### src/rtl/regFile.sv
`timescale 1ns/1ps

module regFile (
   input  logic        CLK,
   input  logic        rstN,
   input  logic        we,
   input  logic [4:0]  ra1,
   input  logic [4:0]  ra2,
   input  logic [4:0]  wa,
   input  logic [31:0] wd,
   output logic [31:0] rd1,
   output logic [31:0] rd2
);

   logic [31:0] regs [32];

   always_ff @(posedge CLK or negedge rstN) begin
      if (!rstN) begin
         for (int i = 0; i < 32; i++) regs[i] <= 32'd0;
      end else if (we && wa != 5'd0) begin
         regs[wa] <= wd;
      end
   end

   // $0 always reads zero
   assign rd1 = (ra1 == 5'd0) ? 32'd0 : regs[ra1];
   assign rd2 = (ra2 == 5'd0) ? 32'd0 : regs[ra2];

endmodule

### config.mk
export PLATFORM = sky130hd
export DESIGN_NAME = regFile
export DESIGN_NICKNAME = d
export VERILOG_FILES = /design/src/rtl/regFile.sv
export SDC_FILE = /design/constraint.sdc
export NUM_CORES = 2
export LEC_CHECK = 0
export BUFFER_PORTS_ARGS = -buffer_cell sky130_fd_sc_hd__buf_2
export CAP_MARGIN = 25
export CORE_UTILIZATION = 50
export CTS_CLUSTER_SIZE = 8
export DETAILED_ROUTE_END_ITERATION = 7
export GPL_ROUTABILITY_DRIVEN = 0
export PLACE_DENSITY = 0.72
export SETUP_SLACK_MARGIN = 0.1
export SKIP_CTS_REPAIR_TIMING = 1
export SYNTH_ARGS = -nofsm -noshare
export SYNTH_HDL_FRONTEND = slang
export SYNTH_SLANG_ARGS = --single-unit
### constraint.sdc
create_clock -name CLK -period 2.8 [get_ports CLK]
set_clock_uncertainty 0.2 [all_clocks]
set_input_delay 0.14 -clock CLK [delete_from_list [all_inputs] [get_ports CLK]]
set_output_delay 0.14 -clock CLK [all_outputs]
set_load 0.02 [all_outputs]
==> results.ini <==
[placed_design]
cell_area_after_placement_mm2 = 0.0583
pre_cts_ws_ns = 0.0497
placed_cells_incl_taps = 5002
dp_hpwl_um = 108000
buffers_added_on_ports = 113

[cells_and_area]
syn_to_final_growth_pct = 18.3
nets = 3856
layout_cells_sized_above_1_pct = 60.8
largest_register_ffs = 1024
reg_top3 = regs x1024
layout.cells.non_filler = 5227
fillerInstances = 7906
postLayoutCellArea_mm2 = 0.0643
largest_register = regs

[worst_setup_path]
critPathRequiredTime_ns = 2.46
r2r_startpoint = regs[944]
cp_max_fo = 3
timing.critical_path.arrival_ns = 2.50
classification_of_the_worst_setup_path = reg2out
critical_path.startpoint_type = register
end_kind = output pin
reg2reg_setup_slack_ns = 1.66
critical_path.reg2reg.endpoint = regs[944]
worst-r2r-cell-count = 2

[timing]
maxClockFrequency_mhz = 353
worst_hold_slack_ns = -0.00175
final_period_minus_worst_setup_slack_ns = 2.84
setup_violations = 8
timing_worst_slew_pin_value_ns = 1.02
timing.slew.headroom_pct = 32.2
timing.final.crit_share_pct = 101
final_critical_path_setup_slack_ns = -0.0355
drv_slew = 0
grt_setup_unrepaired = true
timing.final.hold_violations = 1

[synthesis]
synth_area_per_cell_um2 = 15.0
post-synth-top-count-cell = sky130_fd_sc_hd__mux2_2
dominantRegCellSynth = sky130_fd_sc_hd__dfrtp_1
netlist_instances = 3621
netlist-cell-type-count = 35
syn_nets = 3671
netlist.top_cell.by_area = sky130_fd_sc_hd__dfrtp_1
share_of_flip_flops_with_an_asynchronous_set_or_reset_after_synthesis_pct = 100
yosys-top-cells-area = sky130_fd_sc_hd__dfrtp_1, sky130_fd_sc_hd__mux2_2, sky130_fd_sc_hd__mux4_2
synth.yosys.warnings = 0
post_synth_instance_area_mm2 = 0.0544
synth_seq_cells = 1024
number_of_enable_type_register_cells_in_the_synthesized_netlist = 0
synth_sequential_area_ratio_pct = 47.1
yosys-top-cells-count = sky130_fd_sc_hd__mux2_2, sky130_fd_sc_hd__dfrtp_1, sky130_fd_sc_hd__mux4_2, sky130_fd_sc_hd__clkbuf_1, sky130_fd_sc_hd__buf_2
post-synth-top-area-fraction_pct = 47.1

[drt]
vias_per_cell = 7.06
drt-total-wl_um = 179000
ant_nets = 0
drt_first_pass_iters = 7
first_iter_violations = 4209
post_drt_wl_per_cell_um = 34.2
vias = 36900
drc = 0

[clock_tree]
tritoncts.num_buffers = 146
cts_htree_levels = 4
cts_sinks = 1024
insertion_delay_ns = 0.74
cts_root_buf = sky130_fd_sc_hd__clkbuf_16
clk_path_buf_depth = 3
tritoncts = done
cts.clk_slew.worst_paths_ns = 0.05

[die]
fp.dieH_um = 332
placementRows = 120
io_pins = 114
core_area_mm2 = 0.108
full_die_area_mm2 = 0.110
die_width_um = 332
starting_density_pct = 50.6

[global_route]
globalRoute.totalOverflow = 0
largest_net_degree_at_the_start_of_global_routing = 111
first_pass_grt_wire_length_um = 262000
grt_antenna_before_repair = 6
globalRouteTotalUtil_pct = 32.5
first_global_vias = 37700

[power]
ir_worst_vdd_v = 0.000680
final_power_uw = 45700
pwr_density_cell_mw_per_mm2 = 710
static-leakage-power_uw = 0.0277

[worst_hold_path]
min-delay-start = we
timing.hold.worst_endpoint = regs[572]
holdPathStages = 5
type_of_the_tightest_min_delay_check = in2reg

[status]
run_status = complete, but fails checks
failing_checks = hold timing, setup timing

[job]
number_of_violations_of_the_max_capacitance_limit = 0

## worst max-delay path: stages, from the launching register on
cell	delay [ns]
sky130_fd_sc_hd__dfrtp_1	0.40
sky130_fd_sc_hd__mux4_2	0.49
sky130_fd_sc_hd__mux2_4	0.32
sky130_fd_sc_hd__o21ai_4	0.17
sky130_fd_sc_hd__a311oi_2	0.08
sky130_fd_sc_hd__buf_4	0.18
sky130_fd_sc_hd__buf_6	0.12
## cell type report
cell class                 instances  area [um2]  area share, %
multi-input combinational       2163       28300           43.9
sequential                      1024       25600           39.8
timing repair buffer             469        4740           7.37
clock buffer                     152        3790           5.90
tap                             1403        1760           2.73
clock inverter                    12         139          0.216
inverter                           2        12.5         0.0195
antenna                            2        5.00        0.00778
## worst max path at each step
stage | to | slack [ns] | cells past startpoint | from
floorplan | rd1[14] | 0.65 | 7 | ra1[0]
global placement | rd2[11] | 0.05 | 7 | ra2[0]
detailed placement | rd2[11] | 0.05 | 7 | ra2[0]
CTS | rd2[11] | -0.32 | 5 | regs[683]
global route | rd2[23] | -0.09 | 6 | regs[695]
finish | rd2[10] | -0.04 | 6 | regs[586]
## logic make-up (layout without fill, tap and decap cells)
group                  Yosys count  after routing  synth area share, %
AOI/OAI and AO/OA              366            366                 4.84
muxes                         1632           1632                 42.8
and+or+nand+nor                165            165                 1.61
other                            0              2                    0
DFF                           1024           1024                 47.1
buffers and inverters          434            635                 3.63
## where the power goes
group / total [uW] / internal [uW] / leakage [uW] / switching, uW
sequential: 19800 / 17700 / 0.0131 / 2180
clock: 16000 / 9490 / 0.00194 / 6470
combinational: 9880 / 5860 / 0.0126 / 4010
## metrics by stage
step	TNS [ns]	utilization [%]
floorplan	0	-
global placement	0	54.2
detailed placement	0	54.2
CTS	-4.22	57.9
global route	-0.957	59.8
finish	-0.170	59.8
## layer usage
layer  global-route usage, %  wire length, um
met2                    49.0            82800
met1                    44.1            70700
met3                    8.89            17200
met5                       0               54
met4                    14.7             8140
## cell usage in the layout (no fill, tap or decap), types with 35 or more instances in the layout
cell / n
sky130_fd_sc_hd__clkbuf_16: 151
sky130_fd_sc_hd__buf_4: 262
sky130_fd_sc_hd__nand2_1: 38
sky130_fd_sc_hd__dfrtp_1: 1024
sky130_fd_sc_hd__o21ai_2: 50
sky130_fd_sc_hd__o21ai_1: 35
sky130_fd_sc_hd__dlygate4sd3_1: 37
sky130_fd_sc_hd__a311oi_2: 38
sky130_fd_sc_hd__mux2i_1: 128
sky130_fd_sc_hd__mux2_2: 1011
sky130_fd_sc_hd__a211oi_2: 54
sky130_fd_sc_hd__mux4_2: 448
sky130_fd_sc_hd__buf_2: 46
sky130_fd_sc_hd__a22oi_1: 57
sky130_fd_sc_hd__nor2b_1: 58
sky130_fd_sc_hd__buf_12: 85
sky130_fd_sc_hd__mux2_4: 35
No activity file was read; power rests on OpenSTA's default activity.
