$ cat src/rtl/mipsPkg.sv
package mipsPkg;

   // primary opcode field, instr[31:26]
   typedef enum logic [5:0] {
      opRType = 6'h00,
      opJ     = 6'h02,
      opJal   = 6'h03,
      opBeq   = 6'h04,
      opBne   = 6'h05,
      opAddiu = 6'h09,
      opAndi  = 6'h0C,
      opOri   = 6'h0D,
      opLui   = 6'h0F,
      opLb    = 6'h20,
      opLh    = 6'h21,
      opLw    = 6'h23,
      opLbu   = 6'h24,
      opLhu   = 6'h25,
      opSb    = 6'h28,
      opSw    = 6'h2B
   } opcodeT;

   // R-type function field, instr[5:0]
   typedef enum logic [5:0] {
      fnSll  = 6'h00,
      fnJr   = 6'h08,
      fnAddu = 6'h21,
      fnSubu = 6'h23,
      fnAnd  = 6'h24,
      fnOr   = 6'h25,
      fnXor  = 6'h26,
      fnSlt  = 6'h2A
   } functT;

   typedef enum logic [3:0] {
      aluAdd, aluSub, aluAnd, aluOr, aluXor, aluSlt, aluSll, aluLui
   } aluOpT;

   typedef enum logic [1:0] {srcReg, srcImmSigned, srcImmZero, srcPc8} srcBSelT;
   typedef enum logic {fwdReg, fwdWb} fwdSelT;
   typedef enum logic [1:0] {pcPlus4, pcBranch, pcJump, pcReg} pcSelT;
   typedef enum logic [1:0] {wbAlu, wbMem, wbIo} wbSelT;

   // byte port, status word is {outValid, inValid} in bits 1:0
   localparam logic [31:0] ioDataAddr = 32'h0000FF00;
   localparam logic [31:0] ioStatAddr = 32'h0000FF04;

endpackage

$ cat src/rtl/coreControl.sv
`timescale 1ns/1ps

module coreControl import mipsPkg::*; (
   input  logic [31:0] instr,
   input  logic [31:0] aluOut,
   input  logic        takeBranch,
   input  logic [4:0]  wbDst,
   input  logic        wbWe,
   output aluOpT       aluOp,
   output srcBSelT     srcBSel,
   output fwdSelT      fwdA,
   output fwdSelT      fwdB,
   output pcSelT       pcSel,
   output logic        flush,
   output logic [4:0]  regDst,
   output logic        regWe,
   output opcodeT      memOp,
   output logic        memWe,
   output logic        ioRd,
   output logic        ioWr,
   output wbSelT       wbSel
);

   opcodeT     opcode;
   functT      funct;
   logic [4:0] rs, rt, rd;
   logic       isLoad, isStore, isIo;

   assign opcode = opcodeT'(instr[31:26]);
   assign funct  = functT'(instr[5:0]);
   assign rs     = instr[25:21];
   assign rt     = instr[20:16];
   assign rd     = instr[15:11];

   always_comb begin
      aluOp   = aluAdd;
      srcBSel = srcReg;
      pcSel   = pcPlus4;
      flush   = 1'b0;
      regDst  = rt; // i-type default
      regWe   = 1'b0;
      isLoad  = 1'b0;
      isStore = 1'b0;
      case (opcode)
         opRType: begin
            regDst = rd;
            regWe  = 1'b1;
            case (funct)
               fnAddu: aluOp = aluAdd;
               fnSubu: aluOp = aluSub;
               fnAnd:  aluOp = aluAnd;
               fnOr:   aluOp = aluOr;
               fnXor:  aluOp = aluXor;
               fnSlt:  aluOp = aluSlt;
               fnSll:  aluOp = aluSll;
               fnJr: begin
                  regWe = 1'b0;
                  pcSel = pcReg;
                  flush = 1'b1;
               end
               default: regWe = 1'b0; // unsupported funct acts as nop
            endcase
         end
         opJ: begin
            pcSel = pcJump;
            flush = 1'b1;
         end
         opJal: begin
            pcSel   = pcJump;
            flush   = 1'b1;
            srcBSel = srcPc8; // link value PC+8
            regDst  = 5'd31;
            regWe   = 1'b1;
         end
         opBeq, opBne: begin
            if (takeBranch) begin
               pcSel = pcBranch;
               flush = 1'b1;
            end
         end
         opAddiu: begin
            srcBSel = srcImmSigned;
            regWe   = 1'b1;
         end
         opAndi, opOri: begin
            aluOp   = (opcode == opAndi) ? aluAnd : aluOr;
            srcBSel = srcImmZero;
            regWe   = 1'b1;
         end
         opLui: begin
            aluOp   = aluLui;
            srcBSel = srcImmZero;
            regWe   = 1'b1;
         end
         opLb, opLh, opLw, opLbu, opLhu: begin
            srcBSel = srcImmSigned; // base + offset
            regWe   = 1'b1;
            isLoad  = 1'b1;
         end
         opSb, opSw: begin
            srcBSel = srcImmSigned;
            isStore = 1'b1;
         end
         default: ;
      endcase
      if (regDst == 5'd0) regWe = 1'b0; // $0 is never written
   end

   // stage-3 result bypass into stage 2
   assign fwdA = (wbWe && wbDst != 5'd0 && wbDst == rs) ? fwdWb : fwdReg;
   assign fwdB = (wbWe && wbDst != 5'd0 && wbDst == rt) ? fwdWb : fwdReg;

   assign isIo  = (aluOut == ioDataAddr) || (aluOut == ioStatAddr);
   assign memOp = opcode;
   assign memWe = isStore && !isIo;
   assign ioWr  = isStore && (aluOut == ioDataAddr); // stores to status are dropped
   assign ioRd  = isLoad && isIo;
   assign wbSel = !isLoad ? wbAlu : (isIo ? wbIo : wbMem);

endmodule

$ cat config.mk
export PLATFORM = sky130hd
export DESIGN_NAME = coreControl
export DESIGN_NICKNAME = d
export VERILOG_FILES = /design/src/rtl/mipsPkg.sv /design/src/rtl/coreControl.sv
export SDC_FILE = /design/constraint.sdc
export NUM_CORES = 1
export LEC_CHECK = 0
export BUFFER_PORTS_ARGS = -buffer_cell sky130_fd_sc_hd__clkbuf_2
export CORE_MARGIN = 5
export CORE_UTILIZATION = 36
export DETAILED_ROUTE_END_ITERATION = 7
export GPL_TIMING_DRIVEN = 0
export PLACE_DENSITY = 0.94
export SLEW_MARGIN = 10
export SYNTH_ARGS = -nofsm -noshare
export SYNTH_HDL_FRONTEND = slang
export SYNTH_SLANG_ARGS = --single-unit
$ cat constraint.sdc
create_clock -name vclk -period 1.6
set_input_delay 0.24 -clock vclk [all_inputs]
set_output_delay 0.24 -clock vclk [all_outputs]
set_load 0.05 [all_outputs]
==> qor.csv, run 1 <==
metric,value,unit
start_util,0.382,
port_buffers,86,
dpl.hpwl,2.99,mm
syn-num-nets,197,
die_h,58.9,um
synth.distinct_cells,45,
synth.avg_cell_area,6.83,um2
synth_area,861,um2
ios,99,
worst_endpoint,pcSel[0],
outcome,aborted with a tool error,
dieWidth,58.9,um
yosysWarnings,0,
hold_buffers,0,
synthCells,126,
synth-seq-area-share,0,
rows,17,
grt_max_degree,11,
stop_stage,global routing,
worst_endpoint_kind,primary output,
stop_error,"[ERROR DPL-0038] Utilization greater than 100%, impossible to legalize",
globalplace.congestion,0.811,
==> per-stage QoR <==
stage | instance area [um2] | std cells | util | setup slack [ns]
after global placement | 1560 | 240 | 0.691 | -0.666
after detailed placement | 1560 | 240 | 0.691 | -0.713
after floorplan | 1090 | 126 | - | -0.310
after CTS | 2110 | 258 | 0.937 | -0.308
==> kinds of logic after synthesis <==
| family | Yosys count | synth area share |
|---|---|---|
| simple gates | 61 | 0.437 |
| compound gates | 29 | 0.253 |
| buf+inv | 22 | 0.173 |
| xor+xnor | 13 | 0.132 |
| other cells | 1 | 0.00436 |
==> synthesized netlist by cell type (3+ instances only) <==
library cell	count	area (um2)
a21oi_1	6	30.0
buf_4	9	67.6
buf_6	4	45.0
clkbuf_1	4	15.0
inv_1	3	11.3
nand2_1	3	11.3
nand3_1	6	30.0
nand4_1	5	31.3
nor2_1	6	22.5
nor2b_1	4	25.0
nor3_1	11	55.1
nor4_1	8	50.1
o21ai_0	3	15.0
o22a_2	4	40.0
or4_1	3	22.5
xnor2_1	7	61.3
xor2_1	6	52.6
==> repair_timing <==
item / in CTS
cloned: 0
resized for setup: 80
setup endpoints to repair: 20
buffers inserted: 19
pin swaps: 18
==> run 2, diff against run 1 <==
- CORE_AREA: default -> 5 5 66 68
- CORE_MARGIN: 5 -> default
- CORE_UTILIZATION: 36 -> default
- DIE_AREA: default -> 0 0 71 73
- PLACE_DENSITY: 0.94 -> default
- PLACE_DENSITY_LB_ADDON: default -> 0.15
==> run 2 against run 1 <==
Compared with the run above:
- the flow now finishes, with violations (negative setup slack)
- synthesized cell count did not move
- area after synthesis is the same
==> qor.csv, run 2 <==
metric,value,unit
drtIter0Drc,18,
synth_area,861,um2
endpoint_kind,output port,
grt_pass1_vias,1428,
globalplace.congestion,0.733,
rows,23,
core_region_area,3800,um2
avgRoutedWirePerCell,14.4,um
setup_tns,-2.37,ns
crit_start,aluOut[1],
crit_arrival,1.64,ns
dpl.hpwl,2.93,mm
drtAntennaViolNets,0,
final_cell_mix,"clkbuf_2 (61), buf_4 (24), buf_8 (16)",
synth.distinct_cells,45,
outcome,finished with violations,
ys_top_cells_by_count,"nor3_1 (11), buf_4 (9), nor4_1 (8)",
holdCritPathClass,in -> out,
rsz0062_at_grt,yes,
clkbuf_count,0,
layout_commonest_cell,clkbuf_2,
start_util,0.227,
synth_area_leader_cell,buf_4,
crit_type,in -> out,
synth.most_common_cell,nor3_1,
sequential_cell_total,0,
synthCells,126,
vias_per_cell,4.88,
drv_cap,0,
area_growth,165,%
hp-start,aluOut[2],
antenna_cells,0,
die_area,5180,um2
stdcell_area,2280,um2
vias,1392,
syn-num-nets,197,
fmax,531,MHz
finalCritPeriodShare,1.18,
finalWorstSetupSlack,-0.284,ns
power,560,uW
hold_buffers,0,
place_area,1590,um2
synth-seq-area-share,0,
hold_depth,3,
cp_max_fo,2,
ff_latch_area,0,um2
period_needed,1.88,ns
dieWidth,71,um
cp-start-kind,input pin,
synth.avg_cell_area,6.83,um2
die_h,73,um
violations,negative setup slack,
fin_nets,308,
port_buffers,86,
first_pass_iters,4,
synth_top_area_share,0.0785,
cp.required,1.36,ns
leakagePower,0.000996,uW
track_usage,0.141,
setup_viol,16,
route.detailed.drc,0,
drive_gt1_frac,0.774,
grt_first_pass_wirelength,6.26,mm
yosysWarnings,0,
routed_wl,4.11,mm
antenna_found_initial,0,
max-vdd-ir-drop,0.163,mV
maxSlewViolCount,0,
whs,0.767,ns
synth_area_leaders,"buf_4 (7.8%), xnor2_1 (7.1%), nor3_1 (6.4%)",
p_per_area,246,nW/um2
dp.cells,262,
overflow,0,
fin_cells,285,
grt_max_degree,11,
ios,99,
hold_viol,0,
run 2: cell counts after synthesis:
Identical to the previous run, type by type.
run 2: critical path: stages:
cell and delay [ns]:
clkbuf_2 0.10, nor4b_4 0.26, nand2_1 0.12, or4_4 0.54, nor2_4 0.14, buf_6 0.10, clkbuf_16 0.15
run 2: cells by family after synthesis:
family / synth area share
buffers and inverters: 0.173
other: 0.00436
and+or+nand+nor: 0.437
xor gates and xnor gates: 0.132
AOI/OAI and AO/OA: 0.253
run 2: area by class of cell:
class | instances | area (um2)
plain buffers | 18 | 176
repair buffers | 110 | 935
well taps | 50 | 62.6
inverters | 3 | 11.3
multi-input cells | 104 | 1090
fillers | 357 | 1520
run 2: where the power goes:
part           switching (uW)  internal [uW]  leakage (uW)  total (uW)
sequential                  0              0             0           0
clock                       0              0             0           0
combinational             299            261      0.000996         560
run 2: timing repair:
item	in CTS	in global routing
resized for setup	78	35
endpoints found under the setup margin	20	21
setup buffers	21	4
endpoints found under the hold margin	0	0
pin swaps	19	13
run 2: worst paths after layout:
kind                        to
worst min-delay path      ioWr
worst max-delay path  wbSel[1]
run 2: per-layer routing:
layer	global-route usage	routed length [um]	part of all wire	vias to the layer above
met3	0.0275	407	0.099	2
met4	0.0125	14	0.0034	0
met5	0	0	0	-
met1	0.172	1510	0.37	633
met2	0.264	2180	0.53	71
li1	-	-	-	686
run 2: stage by stage:
stage | worst slack [ns] | utilization
global placement | -0.690 | 0.417
floorplan | -0.310 | -
global route | -0.331 | 0.599
finish | -0.284 | 0.599
CTS | -0.283 | 0.565
detailed placement | -0.726 | 0.417
Note: power is estimated with default switching activity, not from simulation.
