[src/rtl/mipsPkg.sv]
package mipsPkg;

   // primary opcode field, instr[31:26]
   typedef enum logic [5:0] {
      opRType = 6'h00,
      opJ     = 6'h02,
      opJal   = 6'h03,
      opBeq   = 6'h04,
      opBne   = 6'h05,
      opAddiu = 6'h09,
      opAndi  = 6'h0C,
      opOri   = 6'h0D,
      opLui   = 6'h0F,
      opLb    = 6'h20,
      opLh    = 6'h21,
      opLw    = 6'h23,
      opLbu   = 6'h24,
      opLhu   = 6'h25,
      opSb    = 6'h28,
      opSw    = 6'h2B
   } opcodeT;

   // R-type function field, instr[5:0]
   typedef enum logic [5:0] {
      fnSll  = 6'h00,
      fnJr   = 6'h08,
      fnAddu = 6'h21,
      fnSubu = 6'h23,
      fnAnd  = 6'h24,
      fnOr   = 6'h25,
      fnXor  = 6'h26,
      fnSlt  = 6'h2A
   } functT;

   typedef enum logic [3:0] {
      aluAdd, aluSub, aluAnd, aluOr, aluXor, aluSlt, aluSll, aluLui
   } aluOpT;

   typedef enum logic [1:0] {srcReg, srcImmSigned, srcImmZero, srcPc8} srcBSelT;
   typedef enum logic {fwdReg, fwdWb} fwdSelT;
   typedef enum logic [1:0] {pcPlus4, pcBranch, pcJump, pcReg} pcSelT;
   typedef enum logic [1:0] {wbAlu, wbMem, wbIo} wbSelT;

   // byte port, status word is {outValid, inValid} in bits 1:0
   localparam logic [31:0] ioDataAddr = 32'h0000FF00;
   localparam logic [31:0] ioStatAddr = 32'h0000FF04;

endpackage

[src/rtl/aluExec.sv]
`timescale 1ns/1ps

module aluExec import mipsPkg::*; (
   input  logic        CLK,
   input  logic        rstN,
   input  logic [31:0] rd1,
   input  logic [31:0] rd2,
   input  logic [31:0] wbData,
   input  fwdSelT      fwdA,
   input  fwdSelT      fwdB,
   input  srcBSelT     srcBSel,
   input  aluOpT       aluOp,
   input  logic [31:0] instr,
   input  logic [31:0] pcPlus4,
   input  logic [4:0]  regDst,
   input  logic        regWe,
   input  opcodeT      s2MemOp,
   input  logic        s2MemWe,
   input  logic        s2IoRd,
   input  logic        s2IoWr,
   input  wbSelT       s2WbSel,
   output logic [31:0] aluOut,
   output logic        takeBranch,
   output logic [31:0] branchTarget,
   output logic [31:0] regTarget,
   output logic [4:0]  wbDst,
   output logic        wbWe,
   output logic [31:0] memAddr,
   output logic [31:0] storeData,
   output opcodeT      memOp,
   output logic        memWe,
   output logic        ioRd,
   output logic        ioWr,
   output wbSelT       wbSel
);

   logic [31:0] rsVal, rtVal, opA, opB, immSigned, immZero;
   opcodeT      opcode;
   logic        equal;

   assign opcode    = opcodeT'(instr[31:26]);
   assign rsVal     = (fwdA == fwdWb) ? wbData : rd1;
   assign rtVal     = (fwdB == fwdWb) ? wbData : rd2;
   assign immSigned = {{16{instr[15]}}, instr[15:0]};
   assign immZero   = {16'h0000, instr[15:0]};
   assign opA       = (srcBSel == srcPc8) ? 32'd0 : rsVal; // jal passes B through the adder

   always_comb begin
      case (srcBSel)
         srcImmSigned: opB = immSigned;
         srcImmZero:   opB = immZero;
         srcPc8:       opB = pcPlus4 + 32'd4;
         default:      opB = rtVal;
      endcase
      case (aluOp)
         aluAdd:  aluOut = opA + opB;
         aluSub:  aluOut = opA - opB;
         aluAnd:  aluOut = opA & opB;
         aluOr:   aluOut = opA | opB;
         aluXor:  aluOut = opA ^ opB;
         aluSlt:  aluOut = {31'd0, $signed(opA) < $signed(opB)};
         aluSll:  aluOut = opB << instr[10:6]; // shamt
         aluLui:  aluOut = {opB[15:0], 16'h0000};
         default: aluOut = 32'd0;
      endcase
   end

   assign equal        = (rsVal == rtVal);
   assign takeBranch   = (opcode == opBeq && equal) || (opcode == opBne && !equal);
   assign branchTarget = pcPlus4 + {immSigned[29:0], 2'b00};
   assign regTarget    = rsVal; // jr target

   always_ff @(posedge CLK or negedge rstN) begin
      if (!rstN) begin
         wbWe  <= 1'b0;
         memWe <= 1'b0;
         ioRd  <= 1'b0;
         ioWr  <= 1'b0;
         wbSel <= wbAlu;
      end else begin
         wbWe  <= regWe;
         memWe <= s2MemWe;
         ioRd  <= s2IoRd;
         ioWr  <= s2IoWr;
         wbSel <= s2WbSel;
      end
   end

   always_ff @(posedge CLK) begin
      wbDst     <= regDst;
      memAddr   <= aluOut;
      storeData <= rtVal;
      memOp     <= s2MemOp;
   end

endmodule

[config.mk]
export PLATFORM = sky130hd
export DESIGN_NAME = aluExec
export DESIGN_NICKNAME = d
export VERILOG_FILES = /design/src/rtl/mipsPkg.sv /design/src/rtl/aluExec.sv
export SDC_FILE = /design/constraint.sdc
export NUM_CORES = 1
export LEC_CHECK = 0
export ABC_AREA = 1
export BUFFER_PORTS_ARGS = -buffer_cell sky130_fd_sc_hd__buf_2
export CAP_MARGIN = 20
export CORE_MARGIN = 2
export CORE_UTILIZATION = 45
export DETAILED_ROUTE_END_ITERATION = 16
export GPL_TIMING_DRIVEN = 0
export PLACE_DENSITY = 0.8
export SLEW_MARGIN = 25
export SYNTH_ARGS = -nofsm -noshare
export SYNTH_HDL_FRONTEND = slang
export SYNTH_SLANG_ARGS = --single-unit
[constraint.sdc]
create_clock -name CLK -period 6.99 [get_ports CLK]
set_input_delay 0.3495 -clock CLK [delete_from_list [all_inputs] [get_ports CLK]]
set_output_delay 0.3495 -clock CLK [all_outputs]
set_load 0.005 [all_outputs]
==> run_results.csv <==
group,metric,value,unit
detailed_routing,vias,18500,
power,sequentialPowerShare,0.195,
layout,ff_latch_area,0.00165,mm^2
detailed_routing,drt-pass1-iter-count,6,
layout,antenna-diode-count,0,
sta,setup_viol,0,
sta,min_period,5580,ps
yosys,ys_seq_area_frac,0.119,
yosys,synth_area_leaders,"nand2_1, ha_1, dfxtp_1, nand3_1, inv_1",
sta,fin_setup_tns,0,ps
sta,slew_headroom,0.306,
place,dp_hpwl,58900,um
clocking,root_buffer,"clkbuf_16",
power,static-leakage-power,8.89,nW
sta,drv_slew,0,
sta,max_slew.worst_pin.slew,1030,ps
floorplanning,io_pins,365,
grt,grt_overflow,0,
detailed_routing,drt-wirelength-per-cell,21.9,um
sta,finalCritPeriodShare,0.798,
yosys,ys_ff_latch,81,
detailed_routing,route.detailed.drc,0,
yosys,ys_types,62,
floorplanning,initial_core_util,0.455,
power,peakVddDrop,0.123,mV
floorplanning,num_rows,64,
grt,grt_max_degree,18,
clocking,htreeDepth,3,
clocking,clock_sinks,81,
power,p_sw_frac,0.513,
yosys,synth_top_area_share,0.161,
floorplanning,die_h,180,um
sta,rsz0062_at_grt,"false",
clocking,cts_buffers,9,
layout,multiInputGateArea,0.0103,mm^2
worst_setup_path,cp_data_required_time,6640,ps
floorplanning,die_w,180,um
place,routabilityCongestion,1.03,
layout,fin_nets,3113,
clocking,cts_tree,"done",
worst_setup_path,cp.arrival,5230,ps
power,power,0.00264,W
grt,grt_usage,0.414,
worst_setup_path,critical_path_class,"input pin to primary output",
yosys,synthCells,2421,
layout,nFillCells,3249,
clocking,ctsResizeCount,0,
yosys,yosysWarnings,0,
worst_setup_path,critPathCapture,"aluOut[22]",
floorplanning,dieArea,0.0323,mm^2
worst_setup_path,end_kind,"primary output",
place,numPortBuffers,352,
yosys,synth_top_area_cell,"nand2_1",
clocking,clk_path_buf_depth,2,
power,pwr_density_cell,161,mW/mm^2
grt,antenna_found_initial,0,
worst_setup_path,critical_path_peak_fanout,10,
sta,hold_viol,0,
grt,grt_pass1_wl,102000,um
detailed_routing,drtIter0Drc,2036,
layout,area_growth,18.5,%
yosys,syn_avg_cell_area,5.73,um^2
power,p_switching,0.00136,W
power,p_comb_frac,0.597,
sta,max_freq,0.179,GHz
worst_setup_path,crit_path_start,"srcBSel[0]",
detailed_routing,wl,69800,um
layout,drive_gt1_frac,0.185,
detailed_routing,antenna_left,0,
yosys,syn_area,0.0139,mm^2
yosys,synth_nets,2749,
worst_hold_path,hold_path.class,"input pin to register",
worst_setup_path,startpoint_type,"input pin",
run_status,outcome,"completed",
power,p_int,0.00129,W
grt,grt_pass1_vias,17500,
detailed_routing,via_per_inst,5.80,
clocking,clk_pin_slew_worst_paths,80,ps
power,pwr-share-clk,0.207,
run,max_cap_viol_count,0,
floorplanning,core_area,0.0305,mm^2
-- cells by family (layout without fill, tap and decap cells) --
family                   after synthesis  count (layout)  share of synthesized area
XOR/XNOR                              63              63                     0.0397
AO/OA/AOI/OAI                        471             471                      0.200
flip-flops                            81              81                      0.119
AND/OR/NAND/NOR                     1209            1209                      0.375
adder cells (fa/ha/maj)              141             141                      0.129
buffers and inverters                456             825                      0.138
-- power by group through the flow --
| stage | sequential [W] | clock, W | combinational, W |
|---|---|---|---|
| global route | 0.000520 | 0.000556 | 0.00171 |
| CTS | 0.000516 | 0.000541 | 0.00153 |
| floorplan | 0.000534 | 0 | 0.000926 |
| detailed placement | 0.000526 | 0 | 0.00152 |
| global placement | 0.000526 | 0 | 0.00151 |
| finish | 0.000516 | 0.000548 | 0.00158 |
-- cell usage after synthesis, drive strengths merged --
cell	number
and2	10
o221a	1
o21a	3
o211a	1
a221oi	20
or4	1
dfxtp	75
o22ai	29
o21ai	176
nor3b	2
nor2	241
clkinv	4
o211ai	14
or2	10
fa	3
a31o	1
a21o	6
a2111oi	1
nand3	274
and3	1
nand4	25
nand2	616
o31ai	2
o2111ai	7
dfrtp	6
a31oi	6
xnor2	25
nor3	22
clkbuf	21
buf	71
o21bai	17
a21boi	7
nor4	5
o221ai	3
a21oi	174
ha	138
a211oi	3
nand3b	2
xor2	38
inv	360
-- worst min path at each step --
stage | from | endpoint | slack (ps) | depth (start not counted)
after global placement | rstN | memWe | 170 | 1
after global routing | s2MemOp[4] | memOp[4] | 70 | 1
after floorplan | rstN | ioRd | 50 | 0
after CTS | s2MemOp[4] | memOp[4] | 60 | 1
final | s2MemOp[4] | memOp[4] | 60 | 1
after detailed placement | rstN | wbWe | 180 | 1
-- stage by stage --
stage                     setup slack, ps  utilization  instances  area (um^2)  hold slack, ps
final                                1410        0.539       3186        16500            63.7
after global routing                 1080        0.539       3186        16500            67.6
after CTS                            1390        0.539       3186        16500            63.3
after detailed placement             1400        0.529       3169        16100             177
after global placement               1320        0.529       3169        16100             171
after floorplan                      3490            -       2421        13900            53.9
-- placed cells by master (no fill, tap or decap), types with 31 or more instances in the layout --
cell	count
nand2_1	597
buf_2	393
inv_1	351
nand3_1	269
nor2_1	227
a21oi_1	171
ha_1	138
o21ai_0	128
dfxtp_1	75
xor2_1	38
o21ai_1	31
-- layout make-up --
type                       instances  area share
multi-input combinational       1884       0.627
timing repair buffer             353       0.108
sequential                        81       0.100
inverter                         364      0.0834
buffer                            92      0.0329
tap                              396      0.0301
clock buffer                       9      0.0137
clock inverter                     7     0.00464
-- routing by layer --
| metal | part of all wire | wire (um) | up-vias | track usage |
|---|---|---|---|---|
| met4 | 0.066 | 4600 | 0 | 0.245 |
| met2 | 0.46 | 32300 | 1120 | 0.705 |
| met3 | 0.092 | 6420 | 203 | 0.0547 |
| li1 | - | - | 8626 | - |
| met1 | 0.38 | 26500 | 8536 | 0.499 |
| met5 | 0 | 0 | - | 0 |
-- sequential cells by signal, indices dropped and copies added (netlist names), 2 cells and up --
| register | flops |
|---|---|
| memOp | 6 |
| storeData | 32 |
| wbDst | 5 |
| memAddr | 32 |
| wbSel | 2 |
-- what timing repair did --
| item | in CTS | in global routing |
|---|---|---|
| hold buffers | 1 | 0 |
| setup buffers | 0 | 0 |
| endpoints found under the hold margin | 6 | 0 |
-- critical path: stages --
cell	delay, ps
buf_2	130
nor2_2	410
clkbuf_1	540
o21ai_0	180
nand2_1	140
nand2_1	160
ha_1	450
inv_1	140
o21ai_0	410
a21o_1	290
a21oi_1	60
o21ai_1	330
a21boi_0	480
o21ai_1	520
xor2_1	180
nor2_1	60
nor2_1	130
nand2_1	110
buf_2	140
(Power assumes the default switching activity.)
